===== config.mk =====
export PLATFORM = sky130hd
export DESIGN_NAME = axil_ahb_subsys
export DESIGN_NICKNAME = d
export VERILOG_FILES = /design/src/hdl/ahb_subsys_pkg.sv /design/src/hdl/ahb_master.sv /design/src/hdl/ahb_sram.sv /design/src/hdl/axil_ahb_subsys.sv /design/src/hdl/axil_req_front.sv /design/src/hdl/axil_resp_back.sv
export SDC_FILE = /design/constraint.sdc
export NUM_CORES = 2
export LEC_CHECK = 0
export BUFFER_PORTS_ARGS = -buffer_cell sky130_fd_sc_hd__buf_2
export CAP_MARGIN = 15
export CORE_UTILIZATION = 55
export CTS_BUF_LIST = sky130_fd_sc_hd__clkbuf_8 sky130_fd_sc_hd__clkbuf_16
export CTS_CLUSTER_SIZE = 16
export DETAILED_ROUTE_END_ITERATION = 10
export PLACE_DENSITY = 0.71
export SYNTH_ARGS = -nofsm -noshare
export SYNTH_HDL_FRONTEND = slang
export SYNTH_SLANG_ARGS = --single-unit

===== constraint.sdc =====
create_clock -name i_clk_ahb -period 4.6 [get_ports i_clk_ahb]
set_input_delay 0.46 -clock i_clk_ahb [delete_from_list [all_inputs] [get_ports i_clk_ahb]]
set_output_delay 0.46 -clock i_clk_ahb [all_outputs]
set_load 0.05 [all_outputs]

===== src/hdl/ahb_subsys_pkg.sv =====
package ahb_subsys_pkg;

    // ******************************
    // Bus and memory sizing
    // ******************************
    localparam int ADDR_WIDTH = 32;              // Byte address width
    localparam int DATA_WIDTH = 32;              // Word width
    localparam int MEM_WORDS  = 64;              // Memory depth in words
    localparam int IDX_W      = $clog2(MEM_WORDS); // Word index width

    typedef logic [ADDR_WIDTH-1:0] addr_t;       // Byte address
    typedef logic [DATA_WIDTH-1:0] data_t;       // Data word
    typedef logic [1:0]            axi_resp_t;   // AXI BRESP/RRESP
    typedef logic [1:0]            htrans_t;     // AHB HTRANS
    typedef logic [3:0]            wait_cnt_t;   // Wait-state counter
    typedef logic [IDX_W-1:0]      mem_idx_t;    // Memory word index

    localparam addr_t     MEM_BYTES   = addr_t'(MEM_WORDS * 4); // First invalid byte address
    localparam wait_cnt_t WAIT_STATES = 4'd1;    // hready-low cycles per data phase

    // ******************************
    // Encodings
    // ******************************
    localparam axi_resp_t  RESP_OKAY     = 2'b00;
    localparam axi_resp_t  RESP_SLVERR   = 2'b10;
    localparam htrans_t    HTRANS_IDLE   = 2'b00;
    localparam htrans_t    HTRANS_NONSEQ = 2'b10;
    localparam logic [2:0] HSIZE_WORD    = 3'b010; // 32-bit transfer

    typedef struct packed {
        logic  is_write;                         // 1 = write, 0 = read
        addr_t addr;                             // Byte address
        data_t wdata;                            // Write data, unused for reads
    } ahb_req_t;

    typedef struct packed {
        logic  is_write;                         // Kind of completed transfer
        logic  err;                              // AHB ERROR seen
        data_t rdata;                            // Read data from the slave
    } ahb_done_t;

    typedef enum logic [1:0] {
        IDLE,                                    // No address phase on the bus
        NONSEQ,                                  // Address phase driven
        ERR2                                     // Second ERROR cycle, bus idled
    } mst_state_t;

endpackage


===== src/hdl/ahb_master.sv =====
module ahb_master
    import ahb_subsys_pkg::*;
(
    input  logic       i_clk_ahb,
    input  logic       i_rstn_ahb,
    // Request side
    input  logic       i_req_valid,
    input  ahb_req_t   i_req,
    output logic       o_req_ready,
    // Completion side
    output logic       o_done_valid,
    output ahb_done_t  o_done,
    input  logic       i_done_ready,
    // AHB-Lite master port
    output addr_t      o_haddr,
    output htrans_t    o_htrans,
    output logic       o_hwrite,
    output logic [2:0] o_hsize,
    output data_t      o_hwdata,
    input  data_t      i_hrdata,
    input  logic       i_hready,
    input  logic       i_hresp
);

    mst_state_t state, state_nxt;                // Bus-drive FSM
    logic       a_vld, a_vld_nxt;                // Address-phase request held
    ahb_req_t   a_req;                           // Address-phase request
    logic       d_vld, d_vld_nxt;                // Data phase in progress
    logic       d_write;                         // Data-phase direction
    data_t      d_wdata;                         // Data-phase write data
    logic       take;                            // Request accepted
    logic       adv;                             // Address phase sampled by slave
    logic       err_1st;                         // First ERROR cycle

    // ******************************
    // Pipeline control
    // ******************************
    assign adv     = (state == NONSEQ) & i_hready;
    assign err_1st = d_vld & ~i_hready & i_hresp;

    // Only one transfer per kind in flight so a back-end slot is always free on completion
    assign o_req_ready = i_hready & i_done_ready & ~d_vld
                       & ~(a_vld & (a_req.is_write == i_req.is_write));
    assign take        = i_req_valid & o_req_ready;

    always_comb begin
        a_vld_nxt = take ? 1'b1 : (adv ? 1'b0 : a_vld);
        d_vld_nxt = adv | (d_vld & ~i_hready);   // Held through wait states
        case (state)
            IDLE, NONSEQ: begin
                if (err_1st) begin
                    state_nxt = ERR2;            // Cancel pending address phase
                end else begin
                    state_nxt = a_vld_nxt ? NONSEQ : IDLE;
                end
            end
            ERR2:    state_nxt = a_vld_nxt ? NONSEQ : IDLE; // Reissue held request
            default: state_nxt = IDLE;
        endcase
    end

    always_ff @(posedge i_clk_ahb or negedge i_rstn_ahb) begin
        if (!i_rstn_ahb) begin
            state <= IDLE;
            a_vld <= 1'b0;
            d_vld <= 1'b0;
        end else begin
            state <= state_nxt;
            a_vld <= a_vld_nxt;
            d_vld <= d_vld_nxt;
        end
    end

    always_ff @(posedge i_clk_ahb) begin
        if (take) begin
            a_req <= i_req;
        end
        if (adv) begin
            d_write <= a_req.is_write;           // Address phase moves to data phase
            d_wdata <= a_req.wdata;
        end
    end

    // ******************************
    // Bus and completion outputs
    // ******************************
    assign o_haddr  = a_req.addr;
    assign o_hwrite = a_req.is_write;
    assign o_htrans = (state == NONSEQ) ? HTRANS_NONSEQ : HTRANS_IDLE;
    assign o_hsize  = HSIZE_WORD;                // Word transfers only
    assign o_hwdata = d_wdata;                   // One cycle behind haddr

    assign o_done_valid    = d_vld & i_hready;   // Data phase ends
    // With no data phase, expose the waiting request's kind for the slot check
    assign o_done.is_write = d_vld ? d_write : i_req.is_write;
    assign o_done.err      = i_hresp;
    assign o_done.rdata    = i_hrdata;

endmodule


===== src/hdl/ahb_sram.sv =====
module ahb_sram
    import ahb_subsys_pkg::*;
(
    input  logic       i_clk_ahb,
    input  logic       i_rstn_ahb,
    input  addr_t      i_haddr,
    input  htrans_t    i_htrans,
    input  logic       i_hwrite,
    input  logic [2:0] i_hsize,
    input  data_t      i_hwdata,
    output data_t      o_hrdata,
    output logic       o_hready,
    output logic       o_hresp
);

    data_t     mem [MEM_WORDS];                  // Word storage
    logic      d_act;                            // Data phase active
    logic      d_err;                            // Data phase gets ERROR
    logic      d_write;                          // Data-phase direction
    mem_idx_t  d_idx;                            // Data-phase word index
    wait_cnt_t cnt;                              // Cycles spent with hready low
    logic      sample;                           // Address phase accepted

    // ******************************
    // Response timing
    // ******************************
    always_comb begin
        if (!d_act) begin
            o_hready = 1'b1;                     // Idle bus, always ready
        end else if (d_err) begin
            o_hready = (cnt != '0);              // Two-cycle ERROR
        end else begin
            o_hready = (cnt == WAIT_STATES);
        end
    end

    assign o_hresp  = d_act & d_err;
    assign o_hrdata = mem[d_idx];
    assign sample   = (i_htrans == HTRANS_NONSEQ) & o_hready;

    always_ff @(posedge i_clk_ahb or negedge i_rstn_ahb) begin
        if (!i_rstn_ahb) begin
            d_act <= 1'b0;
            cnt   <= '0;
        end else if (sample) begin
            d_act <= 1'b1;                       // Next data phase starts
            cnt   <= '0;
        end else if (o_hready) begin
            d_act <= 1'b0;
        end else begin
            cnt <= cnt + 1'b1;                   // Stretch data phase
        end
    end

    always_ff @(posedge i_clk_ahb) begin
        if (sample) begin
            d_err   <= (i_haddr >= MEM_BYTES) || (i_hsize != HSIZE_WORD);
            d_write <= i_hwrite;
            d_idx   <= i_haddr[IDX_W+1:2];       // Byte to word address
        end
    end

    // Storage, cleared on reset
    always_ff @(posedge i_clk_ahb or negedge i_rstn_ahb) begin
        if (!i_rstn_ahb) begin
            for (int i = 0; i < MEM_WORDS; i++) begin
                mem[i] <= '0;
            end
        end else if (d_act && o_hready && d_write && !d_err) begin
            mem[d_idx] <= i_hwdata;              // Write on last data cycle
        end
    end

endmodule


===== src/hdl/axil_ahb_subsys.sv =====
module axil_ahb_subsys
    import ahb_subsys_pkg::*;
(
    input  logic       i_clk_ahb,
    input  logic       i_rstn_ahb,
    // AXI4-Lite slave port
    input  logic       i_awvalid,
    input  addr_t      i_awaddr,
    output logic       o_awready,
    input  logic       i_wvalid,
    input  data_t      i_wdata,
    input  logic [3:0] i_wstrb,
    output logic       o_wready,
    output logic       o_bvalid,
    output axi_resp_t  o_bresp,
    input  logic       i_bready,
    input  logic       i_arvalid,
    input  addr_t      i_araddr,
    output logic       o_arready,
    output logic       o_rvalid,
    output data_t      o_rdata,
    output axi_resp_t  o_rresp,
    input  logic       i_rready
);

    logic       req_valid, req_ready;            // Front end to master
    ahb_req_t   req;
    logic       done_valid, done_ready;          // Master to back end
    ahb_done_t  done;
    addr_t      haddr;                           // AHB-Lite bus
    htrans_t    htrans;
    logic       hwrite, hready, hresp;
    logic [2:0] hsize;
    data_t      hwdata, hrdata;

    // ******************************
    // Input side
    // ******************************
    axil_req_front u_front (
        .i_clk_ahb (i_clk_ahb), .i_rstn_ahb (i_rstn_ahb),
        .i_awvalid (i_awvalid), .i_awaddr (i_awaddr), .o_awready (o_awready),
        .i_wvalid (i_wvalid), .i_wdata (i_wdata), .i_wstrb (i_wstrb), .o_wready (o_wready),
        .i_arvalid (i_arvalid), .i_araddr (i_araddr), .o_arready (o_arready),
        .o_req_valid (req_valid), .o_req (req), .i_req_ready (req_ready)
    );

    // ******************************
    // Processing
    // ******************************
    ahb_master u_master (
        .i_clk_ahb (i_clk_ahb), .i_rstn_ahb (i_rstn_ahb),
        .i_req_valid (req_valid), .i_req (req), .o_req_ready (req_ready),
        .o_done_valid (done_valid), .o_done (done), .i_done_ready (done_ready),
        .o_haddr (haddr), .o_htrans (htrans), .o_hwrite (hwrite), .o_hsize (hsize),
        .o_hwdata (hwdata), .i_hrdata (hrdata), .i_hready (hready), .i_hresp (hresp)
    );

    ahb_sram u_sram (
        .i_clk_ahb (i_clk_ahb), .i_rstn_ahb (i_rstn_ahb),
        .i_haddr (haddr), .i_htrans (htrans), .i_hwrite (hwrite), .i_hsize (hsize),
        .i_hwdata (hwdata), .o_hrdata (hrdata), .o_hready (hready), .o_hresp (hresp)
    );

    // ******************************
    // Output side
    // ******************************
    axil_resp_back u_back (
        .i_clk_ahb (i_clk_ahb), .i_rstn_ahb (i_rstn_ahb),
        .i_done_valid (done_valid), .i_done (done), .o_done_ready (done_ready),
        .o_bvalid (o_bvalid), .o_bresp (o_bresp), .i_bready (i_bready),
        .o_rvalid (o_rvalid), .o_rdata (o_rdata), .o_rresp (o_rresp), .i_rready (i_rready)
    );

endmodule


===== src/hdl/axil_req_front.sv =====
module axil_req_front
    import ahb_subsys_pkg::*;
(
    input  logic     i_clk_ahb,
    input  logic     i_rstn_ahb,
    // AXI4-Lite write address / data
    input  logic     i_awvalid,
    input  addr_t    i_awaddr,
    output logic     o_awready,
    input  logic     i_wvalid,
    input  data_t    i_wdata,
    input  logic [3:0] i_wstrb,                  // Full-word writes only, strobes not used
    output logic     o_wready,
    // AXI4-Lite read address
    input  logic     i_arvalid,
    input  addr_t    i_araddr,
    output logic     o_arready,
    // Request toward the AHB master
    output logic     o_req_valid,
    output ahb_req_t o_req,
    input  logic     i_req_ready
);

    logic     rdy_en;                            // Low through reset, high after
    logic     reg_vld;                           // Request register full
    ahb_req_t reg_req;                           // Request register payload
    logic     ar_take;                           // AR handshake this cycle
    logic     wr_take;                           // AW+W handshake this cycle

    // ******************************
    // Acceptance and read priority
    // ******************************
    assign ar_take = rdy_en & ~reg_vld & i_arvalid;
    assign wr_take = rdy_en & ~reg_vld & i_awvalid & i_wvalid & ~i_arvalid; // Read wins

    assign o_arready = rdy_en & ~reg_vld;
    assign o_awready = wr_take;                  // AW and W always go together
    assign o_wready  = wr_take;

    always_ff @(posedge i_clk_ahb or negedge i_rstn_ahb) begin
        if (!i_rstn_ahb) begin
            rdy_en  <= 1'b0;
            reg_vld <= 1'b0;
        end else begin
            rdy_en <= 1'b1;                      // Readies open one cycle after release
            if (ar_take || wr_take) begin
                reg_vld <= 1'b1;
            end else if (i_req_ready) begin
                reg_vld <= 1'b0;                 // Master took the request
            end
        end
    end

    always_ff @(posedge i_clk_ahb) begin
        if (ar_take) begin
            reg_req <= '{is_write: 1'b0, addr: i_araddr, wdata: '0};
        end else if (wr_take) begin
            reg_req <= '{is_write: 1'b1, addr: i_awaddr, wdata: i_wdata};
        end
    end

    assign o_req_valid = reg_vld;
    assign o_req       = reg_req;

endmodule


===== src/hdl/axil_resp_back.sv =====
module axil_resp_back
    import ahb_subsys_pkg::*;
(
    input  logic      i_clk_ahb,
    input  logic      i_rstn_ahb,
    // Completions from the AHB master
    input  logic      i_done_valid,
    input  ahb_done_t i_done,
    output logic      o_done_ready,
    // AXI4-Lite write response
    output logic      o_bvalid,
    output axi_resp_t o_bresp,
    input  logic      i_bready,
    // AXI4-Lite read data
    output logic      o_rvalid,
    output data_t     o_rdata,
    output axi_resp_t o_rresp,
    input  logic      i_rready
);

    logic      b_full;                           // B slot holds a response
    logic      r_full;                           // R slot holds a response
    axi_resp_t resp;                             // Mapped AHB response
    logic      take;                             // Completion accepted

    assign o_done_ready = i_done.is_write ? ~b_full : ~r_full; // Slot of incoming kind
    assign take         = i_done_valid & o_done_ready;
    assign resp         = i_done.err ? RESP_SLVERR : RESP_OKAY;

    // ******************************
    // Slot occupancy
    // ******************************
    always_ff @(posedge i_clk_ahb or negedge i_rstn_ahb) begin
        if (!i_rstn_ahb) begin
            b_full <= 1'b0;
            r_full <= 1'b0;
        end else begin
            if (take && i_done.is_write) begin
                b_full <= 1'b1;
            end else if (i_bready) begin
                b_full <= 1'b0;                  // Drained by B handshake
            end
            if (take && !i_done.is_write) begin
                r_full <= 1'b1;
            end else if (i_rready) begin
                r_full <= 1'b0;                  // Drained by R handshake
            end
        end
    end

    always_ff @(posedge i_clk_ahb) begin
        if (take && i_done.is_write) begin
            o_bresp <= resp;
        end
        if (take && !i_done.is_write) begin
            o_rresp <= resp;
            o_rdata <= i_done.err ? '0 : i_done.rdata; // No data on error
        end
    end

    assign o_bvalid = b_full;
    assign o_rvalid = r_full;

endmodule


After elaboration in Yosys (flattened, before gate mapping)
Cells that the tools add are included.
{ "word_totals": {"inputBits": 107, "elab_cells": 169, "regBits": 2268, "output_inout_bits": 41} }
{ "op_classes": {"n_addsub": 1, "n_eq_ne": 6, "bitwise_logic": 26, "n_lt_le_gt_ge": 3, "mux": 29, "n_reduce_logical": 17} }
{ "op_table": {"columns": ["operator", "n"], "rows": [
  ["2048-bit bitwise mux", 1],
  ["32-bit binary-select mux with 6-bit select", 1],
  ["32-bit demux with 6-bit select", 1],
  ["64-bit 2-to-1 mux", 2],
  ["32-bit 2-to-1 mux", 3],
  ["32-bit by 9-bit greater-or-equal comparator with 1-bit output, second input constant", 1],
  ["1-bit bitwise AND", 17],
  ["1-bit 2-to-1 mux", 15],
  ["2-bit nonzero test", 5],
  ["4-bit 2-to-1 mux", 2],
  ["7-bit greater-or-equal comparator, second input constant", 1],
  ["7-bit by 1-bit less-than comparator with 1-bit output, second input constant", 1],
  ["1-bit NOT", 7],
  ["6-bit NOT with 7-bit output", 1],
  ["1-bit logical AND", 6],
  ["2-bit 2-to-1 mux", 3],
  ["4-bit by 1-bit adder with 4-bit output, second input constant", 1],
  ["2-bit equality test, second input constant", 2],
  ["4-bit by 1-bit equality test with 1-bit output, second input constant", 1],
  ["2-bit one-hot mux with 2 select lines", 1],
  ["4-bit nonzero test", 1],
  ["2-bit by 1-bit equality test with 1-bit output, second input constant", 1],
  ["1-bit logical NOT", 2],
  ["2-bit logical NOT", 1],
  ["other kinds (5)", 5]
]} }

Longest topological paths before layout
{ "depth": {"word_depth": 11, "ltp_mapped": 10, "depth_no_buf": 7} }

Hierarchy
Synthesis repeated with hierarchy kept, for this count alone.
{ "unflattened": {"hier_cells": 7330, "hier_area_um2": 100584.0} }
{ "modules_own_cells": {"columns": ["module", "seq_area_each_um2", "area_each_um2", "cells_each", "n_inst"], "rows": [
  ["ahb_sram", 51614.5, 93054.2, 6901, 1],
  ["ahb_master", 3042.9, 3686.0, 190, 1],
  ["axil_req_front", 1671.6, 2479.9, 158, 1],
  ["axil_resp_back", 1071.0, 1363.8, 81, 1]
]} }

Worst setup path after synthesis
OpenSTA, ideal clock, no wires.
{ "synth_path": {"kind": "reg2reg", "startpoint": "register u_sram.cnt[1]", "endpoint": "register u_back.o_rdata[0] (enable)", "t_required_ps": 4133, "path_buffers": 0, "setup_ps": 467, "path_stages_with_launch": 7, "arrival_ps": 3467, "setup_slack_ps": 667, "synth_period_minus_slack_ps": 3933, "cell_sequence": "dfrtp_1 > inv_1 > ha_1 > nor3b_1 > o32a_1 > o21ai_0 > nor3_1"} }
{ "synth_between": {"elab_chain_cells": 6, "word_cells_on_any_way": 7, "cone_classes": "1 x eq/ne; 2 x mux; 2 x bitwise; 2 x reduce/logical"} }
{ "synth_lines": {"columns": ["item", "line", "text"], "rows": [
  ["start: declaration", "ahb_sram.sv:21", "wait_cnt_t cnt;"],
  ["start signal: assignment", "ahb_sram.sv:51", "cnt <= cnt + 1'b1;"],
  ["4-bit by 1-bit equality test with 1-bit output or 4-bit nonzero test (tied branches)", "ahb_sram.sv:33, ahb_sram.sv:31", null],
  ["1-bit 2-to-1 mux (*)", "ahb_sram.sv:30", "end else if (d_err) begin"],
  ["1-bit 2-to-1 mux (*)", "ahb_sram.sv:28", "if (!d_act) begin"],
  ["1-bit bitwise AND (*)", "ahb_master.sv:93", "assign o_done_valid = d_vld & i_hready;"],
  ["1-bit bitwise AND (*)", "axil_resp_back.sv:27", "assign take = i_done_valid & o_done_ready;"],
  ["1-bit logical AND (*)", "axil_resp_back.sv:55", "if (take && !i_done.is_write) begin"],
  ["end signal: assignment", "axil_resp_back.sv:57", "o_rdata <= i_done.err ? '0 : i_done.rdata;"],
  ["end: declaration", "axil_resp_back.sv:16", "output data_t o_rdata,"]
]} }
Mark *: on every way between the ends. The rest lies on a longest branch, timed or not.
A chain may end at the register's enable or synchronous reset.

Final worst setup path
{ "layout_path": {"startpoint": "register u_sram.d_idx[0]", "endpoint": "register u_back.o_rdata[14], data pin"} }
{ "layout_between": {"elab_chain_cells": 4} }
{ "layout_lines": {"columns": ["item", "line", "text"], "rows": [
  ["start: declaration", "ahb_sram.sv:20", "mem_idx_t d_idx;"],
  ["start signal: assignment", "ahb_sram.sv:59", "d_idx <= i_haddr[IDX_W+1:2];"],
  ["6-bit NOT with 7-bit output (not written as such)", "ahb_sram.sv:38", "assign o_hrdata = mem[d_idx];"],
  ["32-bit binary-select mux with 6-bit select", "ahb_sram.sv:38", null],
  ["32-bit 2-to-1 mux (not written as such) (2 in a row)", "ahb_sram.sv:38", null]
]} }
Every way passes these cells. The select of a mux whose other input is x is not followed.

==> summary.md <==
| Metric | Value |
|---|---|
| Worst Setup Slack post-DPL | 936 ps |
| CP Launch Type | flop |
| Average cell area after synthesis | 13.9 sq um |
| Status | finished clean |
| Most frequent cells in the layout | dfrtp_1, mux2_2, mux2i_1 |
| Initial Utilization | 55.5% |
| Fmax | 272 MHz |
| Final-report setup violation count | 0 |
| Clock slew seen by the registers of the worst setup and hold paths | 60 ps |
| Leak pwr | 54.6 nW |
| Largest family of logic cells by synthesized area | multiplexers |
| Avg WL per Cell | 27.2 microns |
| Worst Hold Class | in2async |
| Clock Tree Buf Depth | 3 |
| Chip Height | 432 microns |
| # clock sinks | 2261 |
| Via count | 62.4k |
| I/O pin cnt | 148 |
| Register area share after synthesis | 56.3% |
| GP Congestion | 0.821 |
| Standard-cell rows | 157 |
| RSZ-0062 raised after global routing | no |
| Multiplexer share of the synthesized area | 30.9% |
| Post-Syn Instances | 7308 |
| Dominant cell type by area after synthesis | dfrtp_1 |
| Share of cells above drive strength 1 | 38.2% |
| Area contributors post-synth | dfrtp_1, mux2_2, edfxtp_1, mux2i_1, mux2_1 |
| DRT Pass-1 Iters | 5 |
| Share of the clock period used by the worst path | 79.9% |
| All-Layer GR Usage | 29.4% |
| Seq cells post-synth | 2261 |
| Synth warn | 0 |
| Post-synth EDFFs | 167 |
| Critical Path Sink Type | flop |
| Worst slew pin tran | 1170 ps |
| Setup Fix Bufs, Post-CTS | 0 |
| H-tree lvl count | 4 |
| Final wirelength | 271000 microns |
| GRT overflow | 0 |
| Synth Area in Compound Gates | 7.18% |
| Final worst slack | 923 ps |
| VDD IR max | 0.370 mV |
| Cell Area, Synth | 102000 sq um |
| Adder-Cell Fraction of Synth Area | 0.0369% |
| Critical path required time | 5190 ps |
| Dpl hpwl | 159000 microns |
| CTS tree | yes |
| Relative max-transition margin | 21.6% |
| DRC Markers | 0 |
| Full die area | 187000 sq um |
| Crit-path max FO | 15 |
| Hold Violations, Final | 0 |
| Final nets | 7404 |
| Starting DRT DRC Count | 5469 |
| Top cell type's share of synthesized area | 50.7% |
| CP Class | reg2reg |
| Initial antenna violation count | 8 |
| Fin Clk Skew | 33.5 ps |
| Final TNS setup | 0 ps |
| Core area | 183000 sq um |
| DIE WIDTH | 432 microns |
| Routed vias/inst | 6.28 |
| Number of global-route vias before repair | 65.8k |
| CTS Root Buffer Type | clkbuf_16 |
| Port Buf Inserts | 137 |
| Largest net degree at the start of global routing | 181 |
| Max cap viols | 0 |
| Placed Cells | 9434 |
| First-pass GRT wire length | 414000 microns |
| CP Data Arrival Time | 4260 ps |
| Crit path time final | 3680 ps |
| Synth-to-layout area growth | 11.8% |
| Fin. max-slew vios | 0 |
| Synth Area in Simple Gates | 2.21% |
| Hold Slack | 132 ps |
| Num CTS Buffers | 227 |
| Synth Area in XOR/XNOR | 0% |
| Cell variety after synth | 62 |
| Util after Layout | 62.0% |
| Worst-Skew Late Latency | 890 ps |
| Post-synth ARST share | 91.2% |
| Main synth FF type | dfrtp_1 |
| Flop2flop setup slack | 920 ps |
| Final cell count without fillers | 9951 |
| DRT antenna net count | 0 |
| Most common cell after layout, fill and taps aside | dfrtp_1 |
| Pwr/cell area | 444 nW/um^2 |
-- worst max-delay path: stages, from the launching register on --
cell      delay, ps
edfxtp_1        870
nor2b_4         760
buf_4           370
a22oi_1         110
a22o_1          290
a211oi_1        780
a41oi_1         190
-- metrics by stage --
step	area [sq um]	power, W
2_1_floorplan	102000	0.0278
3_3_place_gp	105000	0.0322
3_5_place_dp	105000	0.0324
4_1_cts	114000	0.0507
5_1_grt	114000	0.0521
6_report	114000	0.0506
-- final timing paths --
check,startpoint,endpoint,depth (start not counted)
min in group i_clk_ahb,i_arvalid,u_front.o_req[12]$_SDFFE_PP0P_,5
hold reg to reg,u_master.a_req[22]$_DFFE_PP_,u_master.o_hwdata[22]$_DFFE_PP_,0
hold / removal,i_rstn_ahb,u_sram.mem[617]$_DFFE_PN0P_,2
setup / recovery,u_sram.d_idx[0]$_DFFE_PP_,u_back.o_rdata[14]$_SDFFCE_PP0P_,6
setup reg to reg,u_sram.d_idx[0]$_DFFE_PP_,u_back.o_rdata[14]$_SDFFCE_PP0P_,6
max in group asynchronous,i_rstn_ahb,u_front.rdy_en$_DFF_PN0_,4
-- registers in the layout, summed over array words and instances, names as in the netlist, 2 cells and up, named ones only --
signal             cells
u_master.o_hwdata     32
u_sram.mem          2048
u_master.state         2
u_sram.d_idx           6
u_master.o_haddr      30
u_sram.cnt             4
u_front.o_req         63
u_master.a_req        32
u_back.o_rdata        32
-- cell usage after synthesis (all sizes together) (3+ instances only) --
master / n
mux2: 2289
dfrtp: 2061
mux2i: 482
buf: 399
clkbuf: 329
nand2: 286
o22ai: 189
edfxtp: 167
a22o: 126
o21ai: 123
a21oi: 121
a22oi: 96
a211oi: 88
nor2: 73
a221oi: 68
nand2b: 64
o22a: 61
mux4: 39
dfxtp: 33
a221o: 31
o21a: 31
o31a: 31
a41oi: 29
inv: 15
or2: 7
nor4: 6
a31oi: 5
and2: 5
nor2b: 5
nor3b: 5
and3b: 4
o211ai: 4
ha: 3
nand3: 3
nand4: 3
nor3: 3
-- timing repair --
item | in CTS | in global routing
hold endpoints to repair | 263 | 0
resized for setup | 0 | 0
hold buffers | 95 | 0
-- final cells by class --
| type | count | area, sq um |
|---|---|---|
| Multi-Input combinational cell | 4305 | 41500 |
| Sequential cell | 2261 | 57200 |
| Clock inverter | 134 | 1030 |
| Antenna cell | 4 | 10.0 |
| Inverter | 15 | 63.8 |
| Clock buffer | 284 | 6460 |
| Timing Repair Buffer | 484 | 4340 |
| Tap cell | 2464 | 3080 |
| Fill cell | 13900 | 69700 |
-- where the power goes --
part	internal [W]	total, W	switching (W)
Combinational	0.00268	0.0111	0.00842
Clock	0.0103	0.0183	0.00791
Sequential	0.0208	0.0212	0.000372
-- layer usage --
metal | routed length [microns] | share of wire, % | vias to the layer above | GRT usage (%)
li1 | - | - | 26700 | -
met1 | 117000 | 43 | 33400 | 40.5
met2 | 130000 | 48 | 1888 | 47.6
met3 | 16500 | 6.1 | 465 | 4.82
met4 | 8300 | 3.1 | 2 | 9.41
met5 | 13 | 0.0048 | - | 0
-- cell families after synthesis --
kind of cell | Yosys count
flip-flops | 2261
buffers and inverters | 743
AND/OR/NAND/NOR | 468
other | 2
adder cells (fa/ha/maj) | 3
multiplexers | 2810
AO/OA/AOI/OAI | 1021
Power figures use the tool's default switching activity.
